[src/rtl/pulse_param_pkg.sv]
package pulse_param_pkg;

    localparam int SETTING_W  = 16;
    localparam int FEEDBACK_W = 32;

    // power-up pulse settings
    localparam logic [SETTING_W-1:0] TON_RESET  = 16'd80;
    localparam logic [SETTING_W-1:0] TOFF_RESET = 16'd20;
    localparam logic [SETTING_W-1:0] IP_RESET   = 16'd30;
    localparam logic [SETTING_W-1:0] WAVE_RESET = 16'd0;

endpackage

[src/rtl/spi_cmd_pkg.sv]
package spi_cmd_pkg;

    // command bytes sent by the SPI master
    typedef enum logic [7:0] {
        OP_START    = 8'h06,
        OP_STOP     = 8'h04,
        OP_TON      = 8'h91,
        OP_TOFF     = 8'h9E,
        OP_IP       = 8'h93,
        OP_WAVE     = 8'h9C,
        OP_FEEDBACK = 8'hAB
    } opcode_e;

    // decoder FSM
    typedef enum logic [2:0] {
        ST_IDLE,
        ST_START,
        ST_STOP,
        ST_SET_LO,
        ST_SET_HI,
        ST_READBACK
    } cmd_state_e;

    // bytes shifted out during a readback
    localparam int READBACK_BYTES = 4;

endpackage

[src/rtl/ack_stretch.sv]
`timescale 1ns/1ps

module ack_stretch
#(
    parameter int ACK_HOLD = 4
)
(
    input  logic clk,
    input  logic rst_n,
    input  logic pulse,
    output logic ack
);

    localparam int CNT_W = $clog2(ACK_HOLD + 1);

    logic [CNT_W-1:0] hold_cnt;

    // a fresh pulse restarts the hold
    always_ff @(posedge clk or negedge rst_n)
    begin
        if (!rst_n)
            hold_cnt <= '0;
        else if (pulse)
            hold_cnt <= CNT_W'(ACK_HOLD);
        else if (hold_cnt != '0)
            hold_cnt <= hold_cnt - 1'b1;
    end

    assign ack = (hold_cnt != '0);

endmodule

[src/rtl/feedback_capture.sv]
`timescale 1ns/1ps

module feedback_capture
#(
    parameter int SYNC_STAGES = 3
)
(
    input  logic                                 clk,
    input  logic                                 rst_n,
    input  logic                                 feedback_valid,
    input  logic                                 frame_active,
    input  logic [pulse_param_pkg::FEEDBACK_W-1:0] feedback_data,
    output logic [pulse_param_pkg::FEEDBACK_W-1:0] feedback_word
);

    logic [SYNC_STAGES-1:0] valid_sync;

    always_ff @(posedge clk or negedge rst_n)
    begin
        if (!rst_n)
            valid_sync <= '0;
        else
            valid_sync <= {valid_sync[SYNC_STAGES-2:0], feedback_valid};
    end

    // frozen while a frame is running
    always_ff @(posedge clk or negedge rst_n)
    begin
        if (!rst_n)
            feedback_word <= '0;
        else if (!frame_active && valid_sync[SYNC_STAGES-1])
            feedback_word <= feedback_data;
    end

endmodule

[src/rtl/spi_byte_link.sv]
`timescale 1ns/1ps

module spi_byte_link
(
    input  logic       clk,
    input  logic       rst_n,
    input  logic       sclk,
    input  logic       mosi,
    input  logic       cs_n,
    input  logic [7:0] tx_byte,
    output logic       miso,
    output logic [7:0] rx_byte,
    output logic       rx_valid,
    output logic       frame_active
);

    logic [1:0] sclk_sync;
    logic [1:0] mosi_sync;
    logic [1:0] cs_n_sync;
    logic       sclk_prev;
    logic       sclk_rise;
    logic       sclk_fall;
    logic [2:0] bit_cnt;
    logic [6:0] rx_shift;
    logic [7:0] tx_shift;

    // sclk idles high in mode 3
    always_ff @(posedge clk or negedge rst_n)
    begin
        if (!rst_n)
        begin
            sclk_sync <= 2'b11;
            mosi_sync <= 2'b00;
            cs_n_sync <= 2'b11;
            sclk_prev <= 1'b1;
        end
        else
        begin
            sclk_sync <= {sclk_sync[0], sclk};
            mosi_sync <= {mosi_sync[0], mosi};
            cs_n_sync <= {cs_n_sync[0], cs_n};
            sclk_prev <= sclk_sync[1];
        end
    end

    assign frame_active = ~cs_n_sync[1];
    assign sclk_rise    = frame_active & sclk_sync[1] & ~sclk_prev;
    assign sclk_fall    = frame_active & ~sclk_sync[1] & sclk_prev;

    always_ff @(posedge clk or negedge rst_n)
    begin
        if (!rst_n)
        begin
            bit_cnt  <= 3'd0;
            rx_valid <= 1'b0;
        end
        else
        begin
            rx_valid <= 1'b0;
            if (!frame_active)
                bit_cnt <= 3'd0;
            else if (sclk_rise)
            begin
                bit_cnt  <= bit_cnt + 3'd1;
                rx_valid <= (bit_cnt == 3'd7);
            end
        end
    end

    always_ff @(posedge clk)
    begin
        if (sclk_rise)
        begin
            rx_shift <= {rx_shift[5:0], mosi_sync[1]};
            if (bit_cnt == 3'd7)
                rx_byte <= {rx_shift, mosi_sync[1]};
        end
    end

    // first falling edge of a byte loads, later ones shift
    always_ff @(posedge clk or negedge rst_n)
    begin
        if (!rst_n)
            tx_shift <= 8'hFF;
        else if (!frame_active)
            tx_shift <= 8'hFF;
        else if (sclk_fall)
            tx_shift <= (bit_cnt == 3'd0) ? tx_byte : {tx_shift[6:0], 1'b1};
    end

    assign miso = tx_shift[7];

endmodule

[src/rtl/spi_cmd_decoder.sv]
`timescale 1ns/1ps

module spi_cmd_decoder
(
    input  logic                                   clk,
    input  logic                                   rst_n,
    input  logic [7:0]                             rx_byte,
    input  logic                                   rx_valid,
    input  logic                                   frame_active,
    input  logic [pulse_param_pkg::FEEDBACK_W-1:0] feedback_word,
    output logic [pulse_param_pkg::SETTING_W-1:0]  ton,
    output logic [pulse_param_pkg::SETTING_W-1:0]  toff,
    output logic [pulse_param_pkg::SETTING_W-1:0]  ip,
    output logic [pulse_param_pkg::SETTING_W-1:0]  waveform,
    output logic                                   start_pulse,
    output logic                                   stop_pulse,
    output logic                                   ton_pulse,
    output logic                                   toff_pulse,
    output logic                                   ip_pulse,
    output logic                                   wave_pulse,
    output logic [7:0]                             tx_byte,
    output logic                                   feedback_done
);

    spi_cmd_pkg::cmd_state_e state;
    logic [1:0]              sel;
    logic [1:0]              byte_idx;
    logic [7:0]              stage;

    always_ff @(posedge clk or negedge rst_n)
    begin
        if (!rst_n)
        begin
            state         <= spi_cmd_pkg::ST_IDLE;
            sel           <= 2'd0;
            byte_idx      <= 2'd0;
            ton           <= pulse_param_pkg::TON_RESET;
            toff          <= pulse_param_pkg::TOFF_RESET;
            ip            <= pulse_param_pkg::IP_RESET;
            waveform      <= pulse_param_pkg::WAVE_RESET;
            start_pulse   <= 1'b0;
            stop_pulse    <= 1'b0;
            ton_pulse     <= 1'b0;
            toff_pulse    <= 1'b0;
            ip_pulse      <= 1'b0;
            wave_pulse    <= 1'b0;
            feedback_done <= 1'b0;
        end
        else
        begin
            start_pulse   <= (state == spi_cmd_pkg::ST_START);
            stop_pulse    <= (state == spi_cmd_pkg::ST_STOP);
            ton_pulse     <= 1'b0;
            toff_pulse    <= 1'b0;
            ip_pulse      <= 1'b0;
            wave_pulse    <= 1'b0;
            feedback_done <= 1'b0;
            // early cs_n rise drops whatever was pending
            if (!frame_active)
                state <= spi_cmd_pkg::ST_IDLE;
            else
            begin
                case (state)
                    spi_cmd_pkg::ST_IDLE:
                        if (rx_valid)
                        begin
                            byte_idx <= 2'd0;
                            case (rx_byte)
                                spi_cmd_pkg::OP_START:    state <= spi_cmd_pkg::ST_START;
                                spi_cmd_pkg::OP_STOP:     state <= spi_cmd_pkg::ST_STOP;
                                spi_cmd_pkg::OP_FEEDBACK: state <= spi_cmd_pkg::ST_READBACK;
                                spi_cmd_pkg::OP_TON,
                                spi_cmd_pkg::OP_TOFF,
                                spi_cmd_pkg::OP_IP,
                                spi_cmd_pkg::OP_WAVE:
                                begin
                                    state <= spi_cmd_pkg::ST_SET_LO;
                                    case (rx_byte)
                                        spi_cmd_pkg::OP_TON:  sel <= 2'd0;
                                        spi_cmd_pkg::OP_TOFF: sel <= 2'd1;
                                        spi_cmd_pkg::OP_IP:   sel <= 2'd2;
                                        default:              sel <= 2'd3;
                                    endcase
                                end
                                default: state <= spi_cmd_pkg::ST_IDLE;
                            endcase
                        end
                    spi_cmd_pkg::ST_SET_LO:
                        if (rx_valid)
                            state <= spi_cmd_pkg::ST_SET_HI;
                    spi_cmd_pkg::ST_SET_HI:
                        if (rx_valid)
                        begin
                            state <= spi_cmd_pkg::ST_IDLE;
                            case (sel)
                                2'd0:
                                begin
                                    ton       <= {rx_byte, stage};
                                    ton_pulse <= 1'b1;
                                end
                                2'd1:
                                begin
                                    toff       <= {rx_byte, stage};
                                    toff_pulse <= 1'b1;
                                end
                                2'd2:
                                begin
                                    ip       <= {rx_byte, stage};
                                    ip_pulse <= 1'b1;
                                end
                                default:
                                begin
                                    waveform   <= {rx_byte, stage};
                                    wave_pulse <= 1'b1;
                                end
                            endcase
                        end
                    spi_cmd_pkg::ST_READBACK:
                        if (rx_valid)
                        begin
                            byte_idx <= byte_idx + 2'd1;
                            if (byte_idx == 2'(spi_cmd_pkg::READBACK_BYTES - 1))
                            begin
                                state         <= spi_cmd_pkg::ST_IDLE;
                                feedback_done <= 1'b1;
                            end
                        end
                    default:
                        state <= spi_cmd_pkg::ST_IDLE;
                endcase
            end
        end
    end

    // low data byte waits here for its partner
    always_ff @(posedge clk)
    begin
        if (state == spi_cmd_pkg::ST_SET_LO && rx_valid)
            stage <= rx_byte;
    end

    always_ff @(posedge clk or negedge rst_n)
    begin
        if (!rst_n)
            tx_byte <= 8'hFF;
        else if (state == spi_cmd_pkg::ST_READBACK)
            tx_byte <= feedback_word[{byte_idx, 3'b000} +: 8];
        else
            tx_byte <= 8'hFF;
    end

endmodule

[src/rtl/spi_cmd_top.sv]
`timescale 1ns/1ps

module spi_cmd_top
#(
    parameter int ACK_HOLD    = 4,
    parameter int SYNC_STAGES = 3
)
(
    input  logic                                   clk,
    input  logic                                   rst_n,
    input  logic                                   sclk,
    input  logic                                   mosi,
    input  logic                                   cs_n,
    input  logic                                   feedback_valid,
    input  logic [pulse_param_pkg::FEEDBACK_W-1:0] feedback_data,
    output logic                                   miso,
    output logic [pulse_param_pkg::SETTING_W-1:0]  ton,
    output logic [pulse_param_pkg::SETTING_W-1:0]  toff,
    output logic [pulse_param_pkg::SETTING_W-1:0]  ip,
    output logic [pulse_param_pkg::SETTING_W-1:0]  waveform,
    output logic                                   start_ack,
    output logic                                   stop_ack,
    output logic                                   ton_ack,
    output logic                                   toff_ack,
    output logic                                   ip_ack,
    output logic                                   waveform_ack,
    output logic                                   feedback_done
);

    logic [7:0]                             rx_byte;
    logic                                   rx_valid;
    logic                                   frame_active;
    logic [7:0]                             tx_byte;
    logic [pulse_param_pkg::FEEDBACK_W-1:0] feedback_word;
    logic [5:0]                             pulses;
    logic [5:0]                             acks;

    spi_byte_link link_i
    (
        .clk          (clk),
        .rst_n        (rst_n),
        .sclk         (sclk),
        .mosi         (mosi),
        .cs_n         (cs_n),
        .tx_byte      (tx_byte),
        .miso         (miso),
        .rx_byte      (rx_byte),
        .rx_valid     (rx_valid),
        .frame_active (frame_active)
    );

    feedback_capture #(.SYNC_STAGES(SYNC_STAGES)) capture_i
    (
        .clk            (clk),
        .rst_n          (rst_n),
        .feedback_valid (feedback_valid),
        .frame_active   (frame_active),
        .feedback_data  (feedback_data),
        .feedback_word  (feedback_word)
    );

    spi_cmd_decoder decoder_i
    (
        .clk           (clk),
        .rst_n         (rst_n),
        .rx_byte       (rx_byte),
        .rx_valid      (rx_valid),
        .frame_active  (frame_active),
        .feedback_word (feedback_word),
        .ton           (ton),
        .toff          (toff),
        .ip            (ip),
        .waveform      (waveform),
        .start_pulse   (pulses[0]),
        .stop_pulse    (pulses[1]),
        .ton_pulse     (pulses[2]),
        .toff_pulse    (pulses[3]),
        .ip_pulse      (pulses[4]),
        .wave_pulse    (pulses[5]),
        .tx_byte       (tx_byte),
        .feedback_done (feedback_done)
    );

    // one stretcher per acknowledge
    for (genvar i = 0; i < 6; i++)
    begin : g_ack
        ack_stretch #(.ACK_HOLD(ACK_HOLD)) stretch_i
        (
            .clk   (clk),
            .rst_n (rst_n),
            .pulse (pulses[i]),
            .ack   (acks[i])
        );
    end

    assign {waveform_ack, ip_ack, toff_ack, ton_ack, stop_ack, start_ack} = acks;

endmodule

[config.mk]
export PLATFORM = sky130hd
export DESIGN_NAME = spi_cmd_top
export DESIGN_NICKNAME = d
export VERILOG_FILES = /design/src/rtl/pulse_param_pkg.sv /design/src/rtl/spi_cmd_pkg.sv /design/src/rtl/ack_stretch.sv /design/src/rtl/feedback_capture.sv /design/src/rtl/spi_byte_link.sv /design/src/rtl/spi_cmd_decoder.sv /design/src/rtl/spi_cmd_top.sv
export SDC_FILE = /design/constraint.sdc
export NUM_CORES = 1
export LEC_CHECK = 0
export CORE_MARGIN = 4
export CORE_UTILIZATION = 35
export CTS_CLUSTER_SIZE = 12
export DETAILED_ROUTE_END_ITERATION = 8
export DONT_BUFFER_PORTS = 1
export PLACE_DENSITY_LB_ADDON = 0.05
export SLEW_MARGIN = 20
export SYNTH_ARGS = -nofsm -noshare
export SYNTH_HDL_FRONTEND = slang
export SYNTH_SLANG_ARGS = --single-unit
export TNS_END_PERCENT = 30
[constraint.sdc]
create_clock -name clk -period 5.3 [get_ports clk]
set_input_delay 0.265 -clock clk [delete_from_list [all_inputs] [get_ports clk]]
set_output_delay 0.265 -clock clk [all_outputs]
set_load 0.005 [all_outputs]
== Word level (Yosys, flattened, before mapping) ==
Index checks and enable logic that the tools add are counted.

* Register bits after elaboration: 181
* Input port bits: 38
* Output and inout port bits: 72
* Word-level logic and storage cells: 155

* Add/subtract/negate cells: 8
* Eq/ne operators: 23
* Shift-type cells: 1
* Muxes and demuxes: 52
* Bitwise operators: 8
* Reduce and logical (&&, ||, !) cells: 30

{| class="wikitable"
|+ Operators by type and width
! operator !! number
|-
| $mux W3 || 20
|-
| $eq A8 B8 Y1 const B || 5
|-
| $mux W8 || 4
|-
| $shiftx A32 B6 Y8 || 1
|-
| $pmux W3 S4 || 2
|-
| $reduce_and A4 Y1 || 6
|-
| $mux W1 || 22
|-
| $reduce_bool A2 Y1 || 9
|-
| $reduce_bool A3 Y1 || 6
|-
| $sub A3 B1 Y3 const B || 6
|-
| $eq A8 B3 Y1 const B || 2
|-
| $ne A3 B3 Y1 const B || 4
|-
| $eq A3 B3 Y1 const B || 3
|-
| $eq A3 B2 Y1 const B || 2
|-
| $logic_not A3 Y1 || 2
|-
| $pmux W2 S3 || 1
|-
| $reduce_and A5 Y1 || 1
|-
| $and A1 B1 Y1 || 4
|-
| $eq A2 B2 Y1 const B || 2
|-
| $mux W2 || 2
|-
| $ne A2 B2 Y1 const B || 2
|-
| $not A1 Y1 || 4
|-
| $pmux W2 S2 || 1
|-
| $reduce_or A4 Y1 || 1
|-
| other kinds (9) || 10
|}

== Depth between registers and ports, before layout ==
Gate-level depths: netlist (run 1).

* Depth after elaboration: 6
* Depth in mapped cells: 6
* Gate-level depth less buffers: 5

== By module ==
From an unflattened synthesis (run 1), not the netlist that was laid out.

* Cells, all modules: 489
* Area, all modules: 7,845.0 um^2

{| class="wikitable"
|+ By module, submodules not included
! module !! instances !! cells each !! area an instance (um^2) !! seq. area each (um^2)
|-
| spi_cmd_decoder || 1 || 250 || 4,075.2 || 2,412.3
|-
| feedback_capture || 1 || 72 || 1,433.9 || 875.8
|-
| spi_byte_link || 1 || 71 || 1,270.0 || 942.2
|-
| ack_stretch || 6 || 16 || 177.7 || 75.1
|}

== Least setup slack after synthesis (run 1) ==
No wires, ideal clock.

* Path type: reg-to-reg
* Start: register decoder_i.state[1]
* End: register decoder_i.ton[10] in the netlist's numbering
* Setup time: 0.125 ns
* Arrival: 1.781 ns
* Data required time: 5.175 ns
* Path slack: 3.394 ns
* Cell stages (with the launch flop): 7
* Buffers on the path: 2
* Clock period less this slack: 1.906 ns
* Cells stage by stage: dfrtp_1 -> buf_4 -> nor4b_4 -> nand2_1 -> nor3_4 -> buf_6 -> mux2_2

* Word-level cells in the longest chain between the ends: 2

{| class="wikitable"
|+ RTL lines
! what !! RTL line !! text
|-
| start: declaration || spi_cmd_decoder.sv:25 || <nowiki>spi_cmd_pkg::cmd_state_e state;</nowiki>
|-
| start signal: assignment || spi_cmd_decoder.sv:34 || <nowiki>state <= spi_cmd_pkg::ST_IDLE;</nowiki>
|-
| start signal: assignment || spi_cmd_decoder.sv:60 || <nowiki>state <= spi_cmd_pkg::ST_IDLE;</nowiki>
|-
| start signal: assignment || spi_cmd_decoder.sv:69 || <nowiki>spi_cmd_pkg::OP_START: state <= spi_cmd_pkg::ST_START;</nowiki>
|-
| $eq A3 B3 Y1 || spi_cmd_decoder.sv:63 || <nowiki>case (state)</nowiki>
|-
| $reduce_and A4 Y1 (no line) || - ||
|-
| end signal: assignment || spi_cmd_decoder.sv:37 || <nowiki>ton <= pulse_param_pkg::TON_RESET;</nowiki>
|-
| end signal: assignment || spi_cmd_decoder.sv:98 || <nowiki>ton <= {rx_byte, stage};</nowiki>
|-
| end: declaration || spi_cmd_decoder.sv:11 || <nowiki>output logic [pulse_param_pkg::SETTING_W-1:0] ton,</nowiki>
|}

No other way between the ends.
A chain may end at the register's enable or synchronous reset.

== Worst setup path in the final report (run 1) ==
* Start: register decoder_i.state[0]
* End: register decoder_i.ton[13] in the netlist's numbering

Same word-level chain as after synthesis.

==> flow_summary.yaml, run 1 <==
global_route:
  grt_pass1_vias: 4045
  grt_max_degree: 159
  grt_use_total: 0.126
  overflow: 0
  antenna_found_initial: 0
  grt_first_pass_wirelength_um: 23200
routing:
  viasPerCell: 4.79
  wl_um: 13900
  drc: 0
  firstDrtPassIters: 4
  wl_met3_um: 939
  wire_per_inst_um: 17.0
  top_layer: "met4"
  via_count: 3922
  drt_iter0_drc: 170
  wl_met2_um: 6630
  drt-met1-wl_um: 6190
  ant_nets: 0
timing:
  setup-tns-final_ns: 0
  post-route-period-util: 0.428
  fin_ws_ns: 3.03
  slew_viol_final: 0
  rsz0062_at_grt: "false"
  period_needed_ns: 2.27
  holdWs_ns: 0.349
  fmax_mhz: 441
  clock_skew_ns: 0.0108
  worst_pin_slew_ns: 0.818
  setup_violations: 0
  hold_viol_final: 0
  relSlewSlack: 0.455
pwr:
  power.leakage_nw: 3.84
  swShare: 0.220
  combPwrFrac: 0.044
  fin_total_pwr_mw: 2.80
  p_sw_uw: 615
  peakVddDrop_uv: 188
  powerDensity_nw_per_um2: 330
  clkPwrFrac: 0.429
  seqPwrFrac: 0.527
  power.internal_mw: 2.18
setup_path:
  path_class: "reg -> reg"
  crit_buf_inv: 0
  critical_path.max_stage_delay_ns: 0.64
  startpoint_type: "flop"
  path_cells: "nor4b_4 > nand2_1 > nor3_4 > mux2_2"
  arrival_ns: 2.57
  end_kind: "flop"
  worstPathMaxFanout: 17
  cp_slowest_cell: "nor3_4"
  worstPathRequired_ns: 5.60
  critPathTopFamily: "simple AND/OR/NAND/NOR gates"
  r2r_slack_ns: 3.03
final_layout:
  syn_to_final_growth_pct: 16.9
  diodes: 0
  final_cell_mix: "dfrtp_1, mux2_2, dlygate4sd3_1"
  final_cells: 819
  nNetsFinal: 590
  fill_cells: 1879
  drive_gt1_frac: 0.322
  layout_commonest_cell: "dfrtp_1"
clocking:
  cts.clk_slew.worst_paths_ns: 0.06
  root_buffer: "clkbuf_16"
  cts_sinks: 181
  numCtsBuffers: 17
  clk_latency_ns: 0.42
  cts_resized: 0
  htree_levels: 4
  cts_tree: "yes"
  cts_buffer_depth: 2
  postCtsSetupBuffers: 0
logic_synthesis:
  synth-edff-count: 23
  yosysWarnings: 0
  synth_nets: 550
  syn_area_sq_um: 7260
  syn_inst: 496
  synth_top_area_cell: "dfrtp_1"
  yosys-top-cells-area: "dfrtp_1, mux2_2, dfstp_2, edfxtp_1, ha_1"
  async_flop_share: 0.873
  synth_ff_type: "dfrtp_1"
  ys_types: 47
  avgSynthCellArea_sq_um: 14.6
  synth-seq-cells: 181
  yosysSeqAreaShare: 0.645
  synth_top_area_frac: 0.445
place:
  io_buffers: 0
  dp.final_hpwl_um: 9280
  pre_cts_ws_ns: 3.01
  dp.cells: 749
  globalplace.congestion: 0.734
outcome:
  status: "finished, final reports clean"
worst_hold_path:
  worstHoldPathType: "reg -> reg"
flow_run:
  cap_violations: 0
floorplan:
  initial_core_util: 0.357
  die_area_sq_um: 23100
  core_area_sq_um: 20300
  die_h_um: 152
  io_pins: 110
  die_x_um: 152
  rows: 52
-- flip-flops by register name, indices dropped and copies added (netlist names), 2 cells and up --
register                  flops
link_i.rx_byte                8
link_i.cs_n_sync              2
decoder_i.byte_idx            2
decoder_i.ton                16
decoder_i.tx_byte             8
g_ack.stretch_i.hold_cnt     18
decoder_i.ip                 16
link_i.rx_shift               7
link_i.mosi_sync              2
link_i.bit_cnt                3
decoder_i.sel                 2
decoder_i.toff               16
capture_i.feedback_word      32
decoder_i.waveform           16
decoder_i.state               3
decoder_i.stage               8
link_i.tx_shift               8
capture_i.valid_sync          3
link_i.sclk_sync              2
-- final cells by class --
class / count / area, sq um / area share
timing repair buffer: 39 / 405 / 0.0478
clock inverter: 11 / 86.3 / 0.0102
inverter: 25 / 93.8 / 0.0111
multi-input combinational: 272 / 2390 / 0.282
tap: 270 / 338 / 0.0398
sequential: 181 / 4680 / 0.552
clock buffer: 21 / 482 / 0.0568
-- per-layer routing --
| metal | global-route usage | vias up |
|---|---|---|
| met5 | 0 | - |
| met4 | 0.0420 | 0 |
| met3 | 0.0475 | 13 |
| met2 | 0.193 | 97 |
| met1 | 0.165 | 1991 |
| li1 | - | 1821 |
-- power by group through the flow --
stage	Clock [mW]	Sequential, mW	Combinational (mW)
2_1_floorplan	0	1.49	0.0693
6_report	1.20	1.47	0.123
3_5_place_dp	0	1.50	0.0788
5_1_grt	1.31	1.48	0.140
4_1_cts	1.25	1.47	0.128
3_3_place_gp	0	1.50	0.0765
-- worst paths after layout --
kind,from,end,cells after the start
setup / recovery,decoder_i.state[0],decoder_i.ton[13],4
hold / removal,capture_i.valid_sync[0],capture_i.valid_sync[1],0
setup reg to reg,decoder_i.state[0],decoder_i.ton[13],4
hold reg to reg,capture_i.valid_sync[0],capture_i.valid_sync[1],0
max in group asynchronous,rst_n,capture_i.valid_sync[0],2
min in group asynchronous,rst_n,g_ack[3].stretch_i.hold_cnt[2],2
-- cell usage after synthesis (2+ instances only) --
cell      number
a211oi_1       7
a21oi_1        9
a31oi_1        7
a32o_1         2
and2_1         3
buf_1          5
buf_2          3
buf_4          2
clkbuf_1       6
dfrtp_1      129
dfstp_2       29
edfxtp_1      23
ha_1          16
inv_1         25
mux2_2        94
mux2i_1        3
mux4_2         8
nand2_1       21
nand2b_1      13
nand3b_1       2
nand4b_1       2
nand4b_2       2
nor2_1        30
nor2b_1        4
nor3b_1        3
o21ai_0        7
o31ai_1        7
or2_2          8
xnor2_1        8
-- worst reg2reg max path, delay by kind of cell, from the launching register on --
kind,cells,cell delay [ns]
simple gates,3,1.27
mux,1,0.42
flops,1,0.46
-- per-stage QoR --
step | cell area, sq um | utilization
final | 8480 | 0.418
after global routing | 8480 | 0.418
after CTS | 8480 | 0.418
after detailed placement | 7510 | 0.370
after global placement | 7510 | 0.370
after floorplan | 7260 | -
-- repair_timing --
action / 4_1_cts / 5_1_grt
endpoints found under the hold margin: 194 / 0
hold buffers: 38 / 0
endpoints found under the setup margin: 0 / 0
-- cell families after synthesis --
| logic type | count (synthesis) | share of synthesized area |
|---|---|---|
| DFF | 181 | 0.645 |
| and+or+nand+nor | 98 | 0.0769 |
| muxes | 105 | 0.175 |
| adders and majority gates | 16 | 0.0276 |
| buffers and inverters | 43 | 0.0250 |
| AOI/OAI and AO/OA | 45 | 0.0410 |
| xor gates and xnor gates | 8 | 0.00966 |
(Power assumes the default switching activity.)
==> run 2, diff against run 1 <==
==> constraint.sdc (replaced) <==
create_clock -name clk -period 2.2 [get_ports clk]
set_input_delay 0.11 -clock clk [delete_from_list [all_inputs] [get_ports clk]]
set_output_delay 0.11 -clock clk [all_outputs]
set_load 0.005 [all_outputs]
==> flow_summary.yaml, run 2 (synthesis results as in run 1) <==
outcome:
  status: "finished with violations"
  violations: "negative hold slack"
timing:
  fmax_mhz: 556
  post-route-period-util: 0.817
  hold_viol_final: 158
  worst_pin_slew_ns: 0.518
  slew_viol_final: 0
  setup_violations: 0
  setup-tns-final_ns: 0
  clock_skew_ns: 0.0122
  period_needed_ns: 1.80
  fin_ws_ns: 0.403
  rsz0062_at_grt: "false"
  holdWs_ns: -0.619
  relSlewSlack: 0.655
setup_path:
  critPathTopFamily: "simple AND/OR/NAND/NOR gates"
  crit_buf_inv: 0
  cp-startpoint: "link_i.rx_byte[6]"
  reg2regPathDepth: 4
  worstPathMaxFanout: 7
  arrival_ns: 2.07
  worstReg2RegStart: "link_i.rx_byte[6]"
  critical_path.max_stage_delay_ns: 0.54
  reg2reg_to: "decoder_i.sel[1]"
  startpoint_type: "flop"
  r2r_slack_ns: 0.40
  path_cells: "nor4bb_1 > nand3b_1 > o41ai_1 > a211oi_1"
  cp_slowest_cell: "edfxtp_1"
  path_class: "reg -> reg"
  end_kind: "flop"
  worstPathRequired_ns: 2.48
final_layout:
  diodes: 0
  drive_gt1_frac: 0.330
  fin_area_sq_um: 8540
  reg_top3: "capture_i.feedback_word: 32 flops, g_ack.stretch_i.hold_cnt: 18 flops"
  top_register: "capture_i.feedback_word"
  syn_to_final_growth_pct: 17.7
  layout_commonest_cell: "dfrtp_1"
  nNetsFinal: 601
  final_cell_mix: "dfrtp_1, mux2_2, dlygate4sd3_1"
  largest_register_ffs: 32
  final_cells: 830
pwr:
  fin_total_pwr_mw: 6.68
  power.leakage_nw: 3.88
  peakVddDrop_uv: 460
  powerDensity_nw_per_um2: 782
floorplan:
  core_area_sq_um: 20300
  die_x_um: 152
  die_h_um: 152
  rows: 52
  io_pins: 110
  die_area_sq_um: 23100
  initial_core_util: 0.357
place:
  io_buffers: 0
  postPlaceCellArea_sq_um: 7620
  globalplace.congestion: 0.712
  pre_cts_ws_ns: 0.391
  dp.cells: 762
  dp.final_hpwl_um: 9530
routing:
  wl_um: 14200
  firstDrtPassIters: 4
  wire_per_inst_um: 17.2
  drc: 0
  viasPerCell: 4.84
  ant_nets: 0
  via_count: 4014
  drt_iter0_drc: 257
global_route:
  antenna_found_initial: 0
  grt_pass1_vias: 4334
  grt_first_pass_wirelength_um: 24000
  grt_use_total: 0.129
  grt_max_degree: 159
  overflow: 0
clocking:
  cts_tree: "yes"
  cts_buffer_depth: 2
  htree_levels: 4
  postCtsHoldBufs: 36
  numCtsBuffers: 17
  cts.clk_slew.worst_paths_ns: 0.07
  clk_latency_ns: 0.42
  cts_sinks: 181
  postCtsSetupBuffers: 0
  root_buffer: "clkbuf_16"
worst_hold_path:
  worstHoldPathType: "in -> async"
flow_run:
  cap_violations: 0
## run 2: cell types whose count changed in the layout (fill, tap and decap cells not counted), moves of 2 or more
| cell | change |
|---|---|
| inv_4 | +3 |
| buf_4 | +12 |
| inv_6 | -4 |
| clkbuf_1 | +4 |
| clkinv_4 | -2 |
## run 2: what timing repair did
| item | CTS | global route |
|---|---|---|
| endpoints found under the hold margin | 194 | 158 |
| endpoints found under the setup margin | 0 | 0 |
| resized for setup | 0 | 0 |
## run 2: worst reg2reg max path: stages, from the launching register on
cell and delay [ns]:
edfxtp_1 0.54, nor4bb_1 0.50, nand3b_1 0.21, o41ai_1 0.28, a211oi_1 0.13
## run 2: how the worst max path moves through the flow
stage,endpoint,cells after the start,slack [ns]
after floorplan,decoder_i.ton[10],6,0.29
after global placement,decoder_i.sel[1],4,0.43
after detailed placement,decoder_i.sel[1],4,0.39
after CTS,decoder_i.sel[1],4,0.39
after global routing,decoder_i.sel[1],4,0.21
final,decoder_i.sel[1],4,0.40
## run 2: power by group
part / total (mW) / switching [mW] / leakage, nW / internal [mW]
combinational: 0.238 / 0.0782 / 1.38 / 0.160
clock: 2.88 / 1.23 / 0.273 / 1.66
sequential: 3.55 / 0.0547 / 2.23 / 3.50
total: 6.68 / 1.36 / 3.88 / 5.32
## run 2: per-stage QoR
step                hold slack (ns)   util
floorplan                    -0.186      -
finish                       -0.619  0.421
CTS                          -0.636  0.421
global placement             -0.181  0.376
global route                 -0.648  0.421
detailed placement           -0.179  0.376
## run 2: layer usage
metal / up-vias / GRT usage / part of all wire
met1: 2065 / 0.162 / 0.44
met5: - / 0 / 0
met4: 0 / 0.0372 / 0.010
met3: 10 / 0.0489 / 0.062
met2: 91 / 0.210 / 0.49
li1: 1848 / - / -
## run 2: area by class of cell
| cell class | count | area, sq um |
|---|---|---|
| repair buffers | 50 | 478 |
| well taps | 270 | 338 |
| flip-flops and latches | 181 | 4680 |
| clock inverters | 7 | 70.1 |
| fillers | 1912 | 11800 |
| multi-input cells | 272 | 2390 |
| inverters | 25 | 93.8 |
| clock buffers | 25 | 485 |
